`config.mk`:
```
export PLATFORM = sky130hd
export DESIGN_NAME = fp_cmp_top
export DESIGN_NICKNAME = d
export VERILOG_FILES = /design/src/fp_cmp_pkg.sv /design/src/fp_decomp.sv /design/src/fp_cmp_unit.sv /design/src/cmp_axil_regs.sv /design/src/cmp_req_fifo.sv /design/src/cmp_exec.sv /design/src/fp_cmp_top.sv
export SDC_FILE = /design/constraint.sdc
export NUM_CORES = 1
export LEC_CHECK = 0
export ABC_AREA = 1
export BUFFER_PORTS_ARGS = -buffer_cell sky130_fd_sc_hd__buf_2
export CAP_MARGIN = 15
export CORE_UTILIZATION = 35
export CTS_CLUSTER_SIZE = 8
export DETAILED_ROUTE_END_ITERATION = 8
export RECOVER_POWER = 100
export REMOVE_ABC_BUFFERS = 1
export SYNTH_ARGS = -nofsm -noshare
export SYNTH_HDL_FRONTEND = slang
export SYNTH_SLANG_ARGS = --single-unit
```
`constraint.sdc`:
```
create_clock -name clk -period 4.7 [get_ports clk]
set_clock_uncertainty 0.2 [all_clocks]
set_input_delay 0.705 -clock clk [delete_from_list [all_inputs] [get_ports clk]]
set_output_delay 0.705 -clock clk [all_outputs]
set_load 0.01 [all_outputs]
```
`src/fp_cmp_pkg.sv`:
```
// Shared widths, opcodes, register map and bus structs for the float compare engine
package fp_cmp_pkg;

	// ************************************************************************
	// Float format
	// ************************************************************************
	localparam int FP_W  = 32;	// Single precision only
	localparam int EXP_W = 8;
	localparam int MAN_W = 23;

	typedef logic [FP_W-1:0]  fp_word_t;
	typedef logic [EXP_W-1:0] fp_exp_t;
	typedef logic [MAN_W-1:0] fp_man_t;
	typedef logic [2:0]       cmp_op_t;	// Compare predicate select

	localparam cmp_op_t OP_LT = 3'd0;
	localparam cmp_op_t OP_GE = 3'd1;
	localparam cmp_op_t OP_LE = 3'd2;
	localparam cmp_op_t OP_GT = 3'd3;
	localparam cmp_op_t OP_EQ = 3'd4;
	localparam cmp_op_t OP_NE = 3'd5;
	localparam cmp_op_t OP_UN = 3'd6;	// Unordered
	localparam cmp_op_t OP_OR = 3'd7;	// Ordered

	// ************************************************************************
	// Request queue and register map
	// ************************************************************************
	localparam int FIFO_DEPTH = 4;

	typedef logic [2:0]  fifo_cnt_t;	// Holds 0 to FIFO_DEPTH
	typedef logic [4:0]  axil_addr_t;
	typedef logic [31:0] axil_data_t;

	localparam axil_addr_t ADDR_A      = 5'h00;	// Operand A, rw
	localparam axil_addr_t ADDR_B      = 5'h04;	// Operand B, rw
	localparam axil_addr_t ADDR_CMD    = 5'h08;	// Write pushes a request
	localparam axil_addr_t ADDR_RESULT = 5'h0C;	// Read releases the result
	localparam axil_addr_t ADDR_STATUS = 5'h10;	// FIFO count and full

	localparam logic [1:0] RESP_OKAY   = 2'b00;
	localparam logic [1:0] RESP_SLVERR = 2'b10;

	typedef struct packed {
		cmp_op_t  op;
		fp_word_t a;
		fp_word_t b;
	} cmp_req_t;	// 67 bits

	typedef struct packed {
		logic o;	// Predicate outcome
		logic nanx;	// Invalid operation
	} cmp_rsp_t;

	typedef struct packed {
		axil_addr_t awaddr;
		axil_data_t wdata;
	} axil_wr_t;

	typedef struct packed {
		axil_data_t rdata;
		logic [1:0] rresp;
	} axil_rd_t;

	typedef enum logic {
		ST_IDLE,	// Ready for a new transfer
		ST_RESP	// Response waiting for the master
	} axil_state_t;

endpackage

```
`src/fp_decomp.sv`:
```
// Float field splitter that also flags zero and NaN operands
`timescale 1ns/1ns

module fp_decomp (
	input  fp_cmp_pkg::fp_word_t i,
	output logic                 sgn,
	output fp_cmp_pkg::fp_exp_t  exp,
	output fp_cmp_pkg::fp_man_t  man,
	output logic                 vz,
	output logic                 nan
);

	// Field extraction
	assign sgn = i[fp_cmp_pkg::FP_W-1];	// Top bit is the sign
	assign exp = i[fp_cmp_pkg::FP_W-2 -: fp_cmp_pkg::EXP_W];	// Biased exponent
	assign man = i[fp_cmp_pkg::MAN_W-1:0];	// Fraction without hidden bit

	// Classification
	assign vz  = (exp == '0) && (man == '0);	// Either zero, sign ignored
	assign nan = (&exp) && (|man);	// Max exponent, nonzero fraction

endmodule

```
`src/fp_cmp_unit.sv`:
```
// Combinational single precision compare under eight predicates with invalid flag
`timescale 1ns/1ns

module fp_cmp_unit (
	input  fp_cmp_pkg::cmp_op_t  op,
	input  fp_cmp_pkg::fp_word_t a,
	input  fp_cmp_pkg::fp_word_t b,
	output logic                 o,
	output logic                 nanx
);

	logic                sa, sb;	// Signs
	fp_cmp_pkg::fp_exp_t xa, xb;	// Exponents
	fp_cmp_pkg::fp_man_t ma, mb;	// Mantissas
	logic                az, bz;	// Zero flags
	logic                nan_a, nan_b;
	logic [fp_cmp_pkg::FP_W-2:0] mag_a, mag_b;	// Exponent and mantissa magnitude
	logic                unordered;
	logic                eq;
	logic                lt;
	logic                lt_mag;

	fp_decomp fp_decomp_a_inst (.i(a), .sgn(sa), .exp(xa), .man(ma), .vz(az), .nan(nan_a));
	fp_decomp fp_decomp_b_inst (.i(b), .sgn(sb), .exp(xb), .man(mb), .vz(bz), .nan(nan_b));

	assign unordered = nan_a | nan_b;	// Any NaN breaks ordering
	assign eq        = (az & bz) | (a == b);	// +0 and -0 match too

	// Two negatives flip the magnitude order
	assign mag_a  = sa ? ~{xa, ma} : {xa, ma};
	assign mag_b  = sb ? ~{xb, mb} : {xb, mb};
	assign lt_mag = mag_a < mag_b;

	// Sign decides first, unless both are zeros
	assign lt = (sa ^ sb) ? (sa & ~(az & bz)) : lt_mag;

	always_comb begin
		o = 1'b0;
		case (op)
			fp_cmp_pkg::OP_LT: o = lt;
			fp_cmp_pkg::OP_GE: o = ~lt;
			fp_cmp_pkg::OP_LE: o = lt | eq;
			fp_cmp_pkg::OP_GT: o = ~(lt | eq);
			fp_cmp_pkg::OP_EQ: o = eq;
			fp_cmp_pkg::OP_NE: o = ~eq;
			fp_cmp_pkg::OP_UN: o = unordered;
			fp_cmp_pkg::OP_OR: o = ~unordered;
			default:           o = 1'b0;
		endcase
	end

	// Only the ordering queries tolerate NaN quietly
	assign nanx = unordered && (op != fp_cmp_pkg::OP_OR) && (op != fp_cmp_pkg::OP_UN);

endmodule

```
`src/cmp_axil_regs.sv`:
```
// AXI4-Lite register front end that queues compare requests and returns results
`timescale 1ns/1ns

module cmp_axil_regs (
	input  logic                   clk,
	input  logic                   rst_n,
	input  logic                   awvalid,
	output logic                   awready,
	input  fp_cmp_pkg::axil_addr_t awaddr,
	input  logic                   wvalid,
	output logic                   wready,
	input  fp_cmp_pkg::axil_data_t wdata,
	output logic                   bvalid,
	input  logic                   bready,
	output logic [1:0]             bresp,
	input  logic                   arvalid,
	output logic                   arready,
	input  fp_cmp_pkg::axil_addr_t araddr,
	output logic                   rvalid,
	input  logic                   rready,
	output fp_cmp_pkg::axil_data_t rdata,
	output logic [1:0]             rresp,
	output logic                   req_push,
	output fp_cmp_pkg::cmp_req_t   req,
	input  logic                   fifo_full,
	input  fp_cmp_pkg::fifo_cnt_t  fifo_cnt,
	input  logic                   rsp_valid,
	input  fp_cmp_pkg::cmp_rsp_t   rsp,
	output logic                   rsp_release
);

	fp_cmp_pkg::axil_state_t wr_state, rd_state;
	fp_cmp_pkg::axil_wr_t    wr_in;	// Address and data of the current write
	fp_cmp_pkg::axil_rd_t    rd_next, rd_q;	// Read reply, next and held
	fp_cmp_pkg::fp_word_t    op_a, op_b;	// Operand registers
	logic [1:0]              bresp_next, bresp_q;
	logic                    wr_hs, rd_hs;

	// ************************************************************************
	// Write channel
	// ************************************************************************
	assign wr_in   = '{awaddr: awaddr, wdata: wdata};
	assign wr_hs   = (wr_state == fp_cmp_pkg::ST_IDLE) && awvalid && wvalid;
	assign awready = wr_hs;	// Both channels accepted together
	assign wready  = wr_hs;
	assign bvalid  = (wr_state == fp_cmp_pkg::ST_RESP);
	assign bresp   = bresp_q;

	// Request is built from the live command word
	assign req      = '{op: fp_cmp_pkg::cmp_op_t'(wr_in.wdata[2:0]), a: op_a, b: op_b};
	assign req_push = wr_hs && (wr_in.awaddr == fp_cmp_pkg::ADDR_CMD) && !fifo_full;

	always_comb begin
		case (wr_in.awaddr)
			fp_cmp_pkg::ADDR_A,
			fp_cmp_pkg::ADDR_B:   bresp_next = fp_cmp_pkg::RESP_OKAY;
			fp_cmp_pkg::ADDR_CMD: bresp_next = fifo_full ? fp_cmp_pkg::RESP_SLVERR
			                                             : fp_cmp_pkg::RESP_OKAY;
			default:              bresp_next = fp_cmp_pkg::RESP_SLVERR;	// RO or unmapped
		endcase
	end

	always_ff @(posedge clk) begin
		if (!rst_n) begin
			wr_state <= fp_cmp_pkg::ST_IDLE;
			op_a     <= '0;
			op_b     <= '0;
		end else begin
			case (wr_state)
				fp_cmp_pkg::ST_IDLE: if (wr_hs) begin
					wr_state <= fp_cmp_pkg::ST_RESP;
					if (wr_in.awaddr == fp_cmp_pkg::ADDR_A) op_a <= wr_in.wdata;
					if (wr_in.awaddr == fp_cmp_pkg::ADDR_B) op_b <= wr_in.wdata;
				end
				fp_cmp_pkg::ST_RESP: if (bready) wr_state <= fp_cmp_pkg::ST_IDLE;
				default: wr_state <= fp_cmp_pkg::ST_IDLE;
			endcase
		end
	end

	always_ff @(posedge clk) begin
		if (wr_hs) bresp_q <= bresp_next;	// Held until bready
	end

	// ************************************************************************
	// Read channel
	// ************************************************************************
	assign arready     = (rd_state == fp_cmp_pkg::ST_IDLE);
	assign rd_hs       = arready && arvalid;
	assign rvalid      = (rd_state == fp_cmp_pkg::ST_RESP);
	assign rdata       = rd_q.rdata;
	assign rresp       = rd_q.rresp;
	assign rsp_release = rd_hs && (araddr == fp_cmp_pkg::ADDR_RESULT) && rsp_valid;

	always_comb begin
		rd_next = '{rdata: '0, rresp: fp_cmp_pkg::RESP_OKAY};
		case (araddr)
			fp_cmp_pkg::ADDR_A:      rd_next.rdata = op_a;
			fp_cmp_pkg::ADDR_B:      rd_next.rdata = op_b;
			fp_cmp_pkg::ADDR_RESULT: if (rsp_valid) begin
				rd_next.rdata = fp_cmp_pkg::axil_data_t'({rsp.nanx, rsp.o, 1'b1});
			end
			fp_cmp_pkg::ADDR_STATUS: begin
				rd_next.rdata = fp_cmp_pkg::axil_data_t'({fifo_full, fifo_cnt});
			end
			default: rd_next.rresp = fp_cmp_pkg::RESP_SLVERR;	// CMD is write only
		endcase
	end

	always_ff @(posedge clk) begin
		if (!rst_n) begin
			rd_state <= fp_cmp_pkg::ST_IDLE;
		end else begin
			case (rd_state)
				fp_cmp_pkg::ST_IDLE: if (rd_hs) rd_state <= fp_cmp_pkg::ST_RESP;
				fp_cmp_pkg::ST_RESP: if (rready) rd_state <= fp_cmp_pkg::ST_IDLE;
				default: rd_state <= fp_cmp_pkg::ST_IDLE;
			endcase
		end
	end

	always_ff @(posedge clk) begin
		if (rd_hs) rd_q <= rd_next;	// Stable while rvalid
	end

endmodule

```
`src/cmp_req_fifo.sv`:
```
// Circular request FIFO with fill count, full flag and head valid
`timescale 1ns/1ns

module cmp_req_fifo #(
	parameter int DEPTH = fp_cmp_pkg::FIFO_DEPTH	// Power of two
) (
	input  logic                  clk,
	input  logic                  rst_n,
	input  logic                  push,
	input  fp_cmp_pkg::cmp_req_t  din,
	output logic                  full,
	output fp_cmp_pkg::fifo_cnt_t cnt,
	output logic                  valid,
	input  logic                  pop,
	output fp_cmp_pkg::cmp_req_t  dout
);

	fp_cmp_pkg::cmp_req_t         mem [DEPTH];	// Entry storage
	logic [$clog2(DEPTH)-1:0]     wr_ptr, rd_ptr;	// Wrap naturally
	fp_cmp_pkg::fifo_cnt_t        count;
	logic                         do_push, do_pop;

	assign full    = (count == fp_cmp_pkg::fifo_cnt_t'(DEPTH));
	assign valid   = (count != '0);
	assign cnt     = count;
	assign dout    = mem[rd_ptr];	// Head visible one cycle after push
	assign do_push = push && !full;	// Overflow guarded here as well
	assign do_pop  = pop && valid;

	always_ff @(posedge clk) begin
		if (!rst_n) begin
			wr_ptr <= '0;
			rd_ptr <= '0;
			count  <= '0;
		end else begin
			if (do_push) wr_ptr <= wr_ptr + 1'b1;
			if (do_pop) rd_ptr <= rd_ptr + 1'b1;
			case ({do_push, do_pop})
				2'b10:   count <= count + 1'b1;
				2'b01:   count <= count - 1'b1;
				default: count <= count;	// Idle or push with pop
			endcase
		end
	end

	always_ff @(posedge clk) begin
		if (do_push) mem[wr_ptr] <= din;
	end

endmodule

```
`src/cmp_exec.sv`:
```
// Compare execution stage that pops requests and holds one result for the host
`timescale 1ns/1ns

module cmp_exec (
	input  logic                 clk,
	input  logic                 rst_n,
	input  logic                 req_valid,
	input  fp_cmp_pkg::cmp_req_t req,
	output logic                 req_pop,
	output logic                 rsp_valid,
	output fp_cmp_pkg::cmp_rsp_t rsp,
	input  logic                 rsp_release
);

	fp_cmp_pkg::cmp_rsp_t cmp_now;	// Outcome for the FIFO head

	fp_cmp_unit fp_cmp_unit_inst (
		.op   (req.op),
		.a    (req.a),
		.b    (req.b),
		.o    (cmp_now.o),
		.nanx (cmp_now.nanx)
	);

	// Slot empty or emptied this cycle
	assign req_pop = req_valid && (!rsp_valid || rsp_release);

	always_ff @(posedge clk) begin
		if (!rst_n) begin
			rsp_valid <= 1'b0;
		end else if (req_pop) begin
			rsp_valid <= 1'b1;	// Refill wins over release
		end else if (rsp_release) begin
			rsp_valid <= 1'b0;
		end
	end

	always_ff @(posedge clk) begin
		if (req_pop) rsp <= cmp_now;	// Capture result
	end

endmodule

```
`src/fp_cmp_top.sv`:
```
// Top level of the AXI4-Lite float compare engine
`timescale 1ns/1ns

module fp_cmp_top (
	input  logic                   clk,
	input  logic                   rst_n,
	input  logic                   awvalid,
	output logic                   awready,
	input  fp_cmp_pkg::axil_addr_t awaddr,
	input  logic                   wvalid,
	output logic                   wready,
	input  fp_cmp_pkg::axil_data_t wdata,
	output logic                   bvalid,
	input  logic                   bready,
	output logic [1:0]             bresp,
	input  logic                   arvalid,
	output logic                   arready,
	input  fp_cmp_pkg::axil_addr_t araddr,
	output logic                   rvalid,
	input  logic                   rready,
	output fp_cmp_pkg::axil_data_t rdata,
	output logic [1:0]             rresp
);

	logic                  req_push, fifo_full, fifo_valid, fifo_pop;
	fp_cmp_pkg::cmp_req_t  push_req, head_req;	// Into and out of the queue
	fp_cmp_pkg::fifo_cnt_t fifo_cnt;
	logic                  rsp_valid, rsp_release;
	fp_cmp_pkg::cmp_rsp_t  rsp;

	cmp_axil_regs cmp_axil_regs_inst (
		.clk, .rst_n,
		.awvalid, .awready, .awaddr, .wvalid, .wready, .wdata,
		.bvalid, .bready, .bresp,
		.arvalid, .arready, .araddr, .rvalid, .rready, .rdata, .rresp,
		.req_push (req_push), .req (push_req),
		.fifo_full (fifo_full), .fifo_cnt (fifo_cnt),
		.rsp_valid (rsp_valid), .rsp (rsp), .rsp_release (rsp_release)
	);

	cmp_req_fifo cmp_req_fifo_inst (
		.clk, .rst_n,
		.push (req_push), .din (push_req), .full (fifo_full), .cnt (fifo_cnt),
		.valid (fifo_valid), .pop (fifo_pop), .dout (head_req)
	);

	cmp_exec cmp_exec_inst (
		.clk, .rst_n,
		.req_valid (fifo_valid), .req (head_req), .req_pop (fifo_pop),
		.rsp_valid (rsp_valid), .rsp (rsp), .rsp_release (rsp_release)
	);

endmodule

```
# After elaboration in Yosys (flattened, before gate mapping)
# Memories as Yosys holds them, arrays and structs flattened. A register that Yosys moved wholly into a read port is not among the register bits.
# Index checks and enable logic that the tools add are counted.
# totals
in_bits,49
word_cells,111
out_inout_bits,41
reg_bits,112
n_memories,1
mem_bits_rw,268
# op_classes
bitwise,15
reduce_logical,37
addsub,4
magnitude_cmp,1
n_mux,22
eq_ne,18
# mem_list
memory,depth,width,read_ports,rd_ports_with_merged_regs,write_ports,line,source
cmp_req_fifo_inst.mem,4,67,1,1,1,cmp_req_fifo.sv:18,fp_cmp_pkg::cmp_req_t mem [DEPTH];
# op_table
op,n
$pmux W32 S4,1
$mux W31,2
$not A31 Y31,2
$logic_not A23 Y1,2
$reduce_or A23 Y1,2
$eq A32 B32 Y1,1
$lt A31 B31 Y1,1
$logic_and A1 B1 Y1,16
$logic_not A8 Y1,2
$reduce_and A8 Y1,2
$eq A3 B3 Y1 const B,5
$eq A5 B3 Y1 const B,2
$eq A5 B4 Y1 const B,2
$logic_not A5 Y1,2
$mux W1,9
$mux W2,4
$pmux W1 S8,1
$not A1 Y1,7
$eq A3 B2 Y1 const B,2
$ne A3 B3 Y1 const B,2
$pmux W3 S2,1
$reduce_and A3 Y1,2
$eq A5 B5 Y1 const B,1
$add A2 B1 Y2 const B,2
18 further kinds,24

# Depth between registers and ports, before layout
# depth
depth_word,9
ltp_mapped,24
mapped_depth_nobuf,21

# Hierarchy
# From an unflattened synthesis, not the netlist that was laid out.
# unflattened
cells_unflattened,1746
hier_area_um2,17768.3
# by_module_without_submodules
mod,cells_per_inst,instances,seq_area_each_um2,area_per_inst_um2
cmp_req_fifo,717,1,8227.9,10418.7
cmp_axil_regs,584,1,2342.2,4568.1
fp_cmp_unit,306,1,0.0,1924.3
fp_decomp,65,2,0.0,372.9
cmp_exec,9,1,80.1,111.4

# Least setup slack after synthesis
# No wires, ideal clock.
# synth_path
path_type,input port to flip-flop
from,in wvalid
to,mem cmp_req_fifo_inst.mem[0][0] (netlist bit) (enable)
arrival_ns,4.289
slack_ns,-0.281
path_buffers,0
t_required_ns,4.007
setup_ns,0.493
path_stages,4
path_cell_list,nand2_1 -> nor2_1 -> nand4_1 -> nor2_1
# synth_between
elab_chain_len,6
# synth_rtl
item,line,source
"start, declared",fp_cmp_top.sv:10,"input logic wvalid,"
$logic_and A1 B1 Y1,cmp_axil_regs.sv:43,assign wr_hs = (wr_state == fp_cmp_pkg::ST_IDLE) && awvalid && wvalid;
named net awready,fp_cmp_top.sv:8,"output logic awready,"
$logic_and A1 B1 Y1 (2 in a row),cmp_axil_regs.sv:51,assign req_push = wr_hs && (wr_in.awaddr == fp_cmp_pkg::ADDR_CMD) && !fifo_full;
$logic_and A1 B1 Y1,cmp_req_fifo.sv:27,assign do_push = push && !full;
$mux W1,cmp_req_fifo.sv:47,if (do_push) mem[wr_ptr] <= din;
$mux W1 (not written as such),cmp_req_fifo.sv:47,
"end, declared",cmp_req_fifo.sv:18,
# The timed path passes the listed nets, and every way through them passes these cells.

==> impl_metrics.ini <==
[pwr]
leakage_uw = 0.00794
combPwrFrac_pct = 30.5
peakVddDrop_mv = 0.248
seq_power_share_pct = 35.5
p_switching_uw = 3480
p_int_uw = 6990
powerDensity_nw_per_um2 = 535
clkPwrFrac_pct = 34.0
netSwitchingFraction_pct = 33.2

[placed_design]
port-buffer-count = 87
pre_cts_slack_ns = 1.21
place_area_um2 = 18200
hpwl_um = 25800
placed_cells = 2381
gp_congestion = 0.884

[finish]
multi_input_area_um2 = 5720
final_nets = 1906
n_antenna_cell = 0
fin_cells = 2477
register_area_um2 = 10700
drive_above_1_share_pct = 6.77
fill_cells = 4648
finalInstanceArea_um2 = 19600
synthToLayoutAreaGrowth_pct = 15.0

[timing]
setup_violations = 0
tightest_slew_ns = 3.29
maxClockFrequency_ghz = 0.261
hold_slack_ns = 0.156
min_period_over_period_pct = 81.5
drv_slew = 325
max_slew_margin_pct = -120
fin_tns_setup_ns = 0
rsz0062_at_grt = false
hold_viol_final = 0
fin_ws_ns = 0.867
period_minus_slack_ns = 3.83

[hold_path]
hold_class = primary input to flip-flop

[detailed_routing]
via_per_inst = 4.94
drt_wl_total_um = 41700
wire_per_inst_um = 16.8
vias = 12200
detail-route-antenna-nets = 0
first_pass_iters = 5
drt_iter0_markers = 793
route.detailed.drc = 0

[die]
rows = 80
die_area_um2 = 49500
boundaryPins = 90
die_y_um = 223
initial_core_util_pct = 35.6
die_x_um = 223
core_um2 = 47800

[logic_synthesis]
synth_cell_types = 32
synth_top_area_cell = edfxtp_1
synthesis.area_um2 = 17000
synthCells = 1734
synth_enable_flop_cells = 304
yosysTopAreaCellShare_pct = 53.6
synth_area_leaders = edfxtp_1 (54%), nand2_1 (13%), dfxtp_1 (8.9%), nand3_1 (4.2%), nor2_1 (4.2%)
avgSynthCellArea_um2 = 9.81
synth_seq_cells = 380
ys.flop_type = edfxtp_1
ys_warn_count = 0
ys_seq_area_share_pct = 62.6
synthArstFlopShare_pct = 0

[clock_tree]
cts_tree = done
post_cts_buffers = 0
root_buffer = clkbuf_16
clock_latency_ns = 0.59
h-tree-depth = 2
cts_buffer_depth = 3
cts_hold_buf = 0
cts.clk_slew.worst_paths_ns = 0.05
clkSinkCount = 380
postCtsResizedCells = 0
cts_made_buffers = 53

[global_routing]
grt_max_degree = 73
grt_pass1_wl_um = 64800
antenna_found_initial = 0
grt_pass1_vias = 11700
grt_usage_pct = 16.8
overflow = 0

[setup_path]
critPathCaptureType = flip-flop
arrival_ns = 3.95
critPathKind = flip-flop to flip-flop
crit_fanout = 32
cp-start-kind = flip-flop
crit_required_ns = 4.82

[status]
violations = max-capacitance violations, max-slew violations
outcome = finished with violations

[flow_run]
cap_viol_max_count = 9
-- final timing paths --
path | startpoint | to | slack, ns | cells past startpoint
worst max-delay path | flip-flop | cmp_exec_inst.rsp[1] | 0.87 | 16
worst max register to register | flip-flop | cmp_exec_inst.rsp[1] | 0.87 | 16
worst min-delay path | wdata[6] | cmp_axil_regs_inst.op_a[6] | 0.16 | 3
worst min register to register | cmp_req_fifo_inst.rd_ptr[1] | flip-flop | 0.28 | 2
-- layout by cell type, fill, tap and decap left out, drive strengths merged --
cell,netlist,layout
nand2,597,597
nand3,142,142
conb,1,2
nor3,7,7
dfxtp,76,76
clkbuf,45,149
fa,1,1
o211ai,1,1
edfxtp,304,304
a22o,28,28
nand4,20,20
a211oi,2,2
nor2,189,189
a32oi,3,3
a22oi,1,1
a21oi,25,25
buf,37,59
xnor2,59,59
o21ai,76,76
inv,74,75
o21a,1,1
a31oi,2,2
nor4,5,5
xor2,1,1
ha,35,35
a21boi,2,2
-- power groups by stage --
stage / clock network (uW) / logic, uW / registers, uW
finish: 3560 / 3190 / 3720
global placement: 0 / 3120 / 3780
floorplan: 0 / 2260 / 3880
CTS: 3640 / 3220 / 3710
detailed placement: 0 / 3200 / 3780
global route: 3780 / 3630 / 3720
-- synth_stat cells, types with 3 or more instances --
cell type and count:
clkbuf_1 45, nand4_1 20, a21oi_1 25, dfxtp_1 76, o21ai_0 76, a22o_1 28
nand2_1 597, buf_2 18, nand3_1 142, buf_6 6, edfxtp_1 304, buf_4 7
ha_1 35, buf_1 6, inv_1 72, nor4_1 5, nor2_1 189, nor3_1 6
a32oi_1 3, xnor2_1 59
-- worst max-delay path, cell delays in order (launching register included) --
cell and delay (ns):
dfxtp_2 0.34, inv_1 0.72, nand3_1 0.16, nand2_1 0.12, buf_4 0.44, xnor2_1 0.15
ha_1 0.30, a21oi_1 0.14, o21ai_0 0.09, nand2_1 0.06, o211ai_1 0.09, nor4_1 0.29
nand2_1 0.16, nand3_1 0.09, nand2_1 0.05, inv_1 0.04, nand4_1 0.07
-- cell families (layout without fill, tap and decap cells) --
logic type | count (synthesis) | after routing | synth area share (%)
compound gates | 141 | 141 | 4.95
fa+ha+maj | 36 | 36 | 2.69
simple gates | 960 | 960 | 22.7
other cells | 1 | 2 | 0.0220
flops | 380 | 380 | 62.6
buf+inv | 156 | 283 | 4.01
xor+xnor | 60 | 60 | 3.09
-- registers in the layout, indices dropped and copies added (netlist names), named ones only --
register / flops
cmp_axil_regs_inst.rdata: 32
cmp_exec_inst.rsp: 2
cmp_req_fifo_inst.mem: 268
cmp_axil_regs_inst.rvalid: 1
cmp_axil_regs_inst.rresp: 1
cmp_axil_regs_inst.op_a: 32
cmp_req_fifo_inst.cnt: 3
cmp_req_fifo_inst.rd_ptr: 2
cmp_axil_regs_inst.bresp: 1
cmp_req_fifo_inst.wr_ptr: 2
cmp_axil_regs_inst.op_b: 32
cmp_exec_inst.rsp_valid: 1
cmp_axil_regs_inst.bvalid: 1
-- metal layers --
metal | global-route usage (%) | wire length (um)
met1 | 21.6 | 18300
met2 | 28.8 | 20500
met3 | 2.79 | 1910
met4 | 5.38 | 994
met5 | 0 | 0
-- stage by stage --
step           total power (uW)  util (%)
6_report                  10500      40.9
5_1_grt                   11100      40.9
3_5_place_dp               6980      38.0
3_3_place_gp               6900      38.0
4_1_cts                   10600      41.2
2_1_floorplan              6130         -
-- area by class of cell --
type	instances	area share, %
multi-input combinational	1199	29.2
sequential	380	54.4
inverter	74	1.43
tap	615	3.93
clock inverter	1	0.0448
clock buffer	95	7.91
timing repair buffer	113	3.00
No activity file was read; power rests on OpenSTA's default activity.
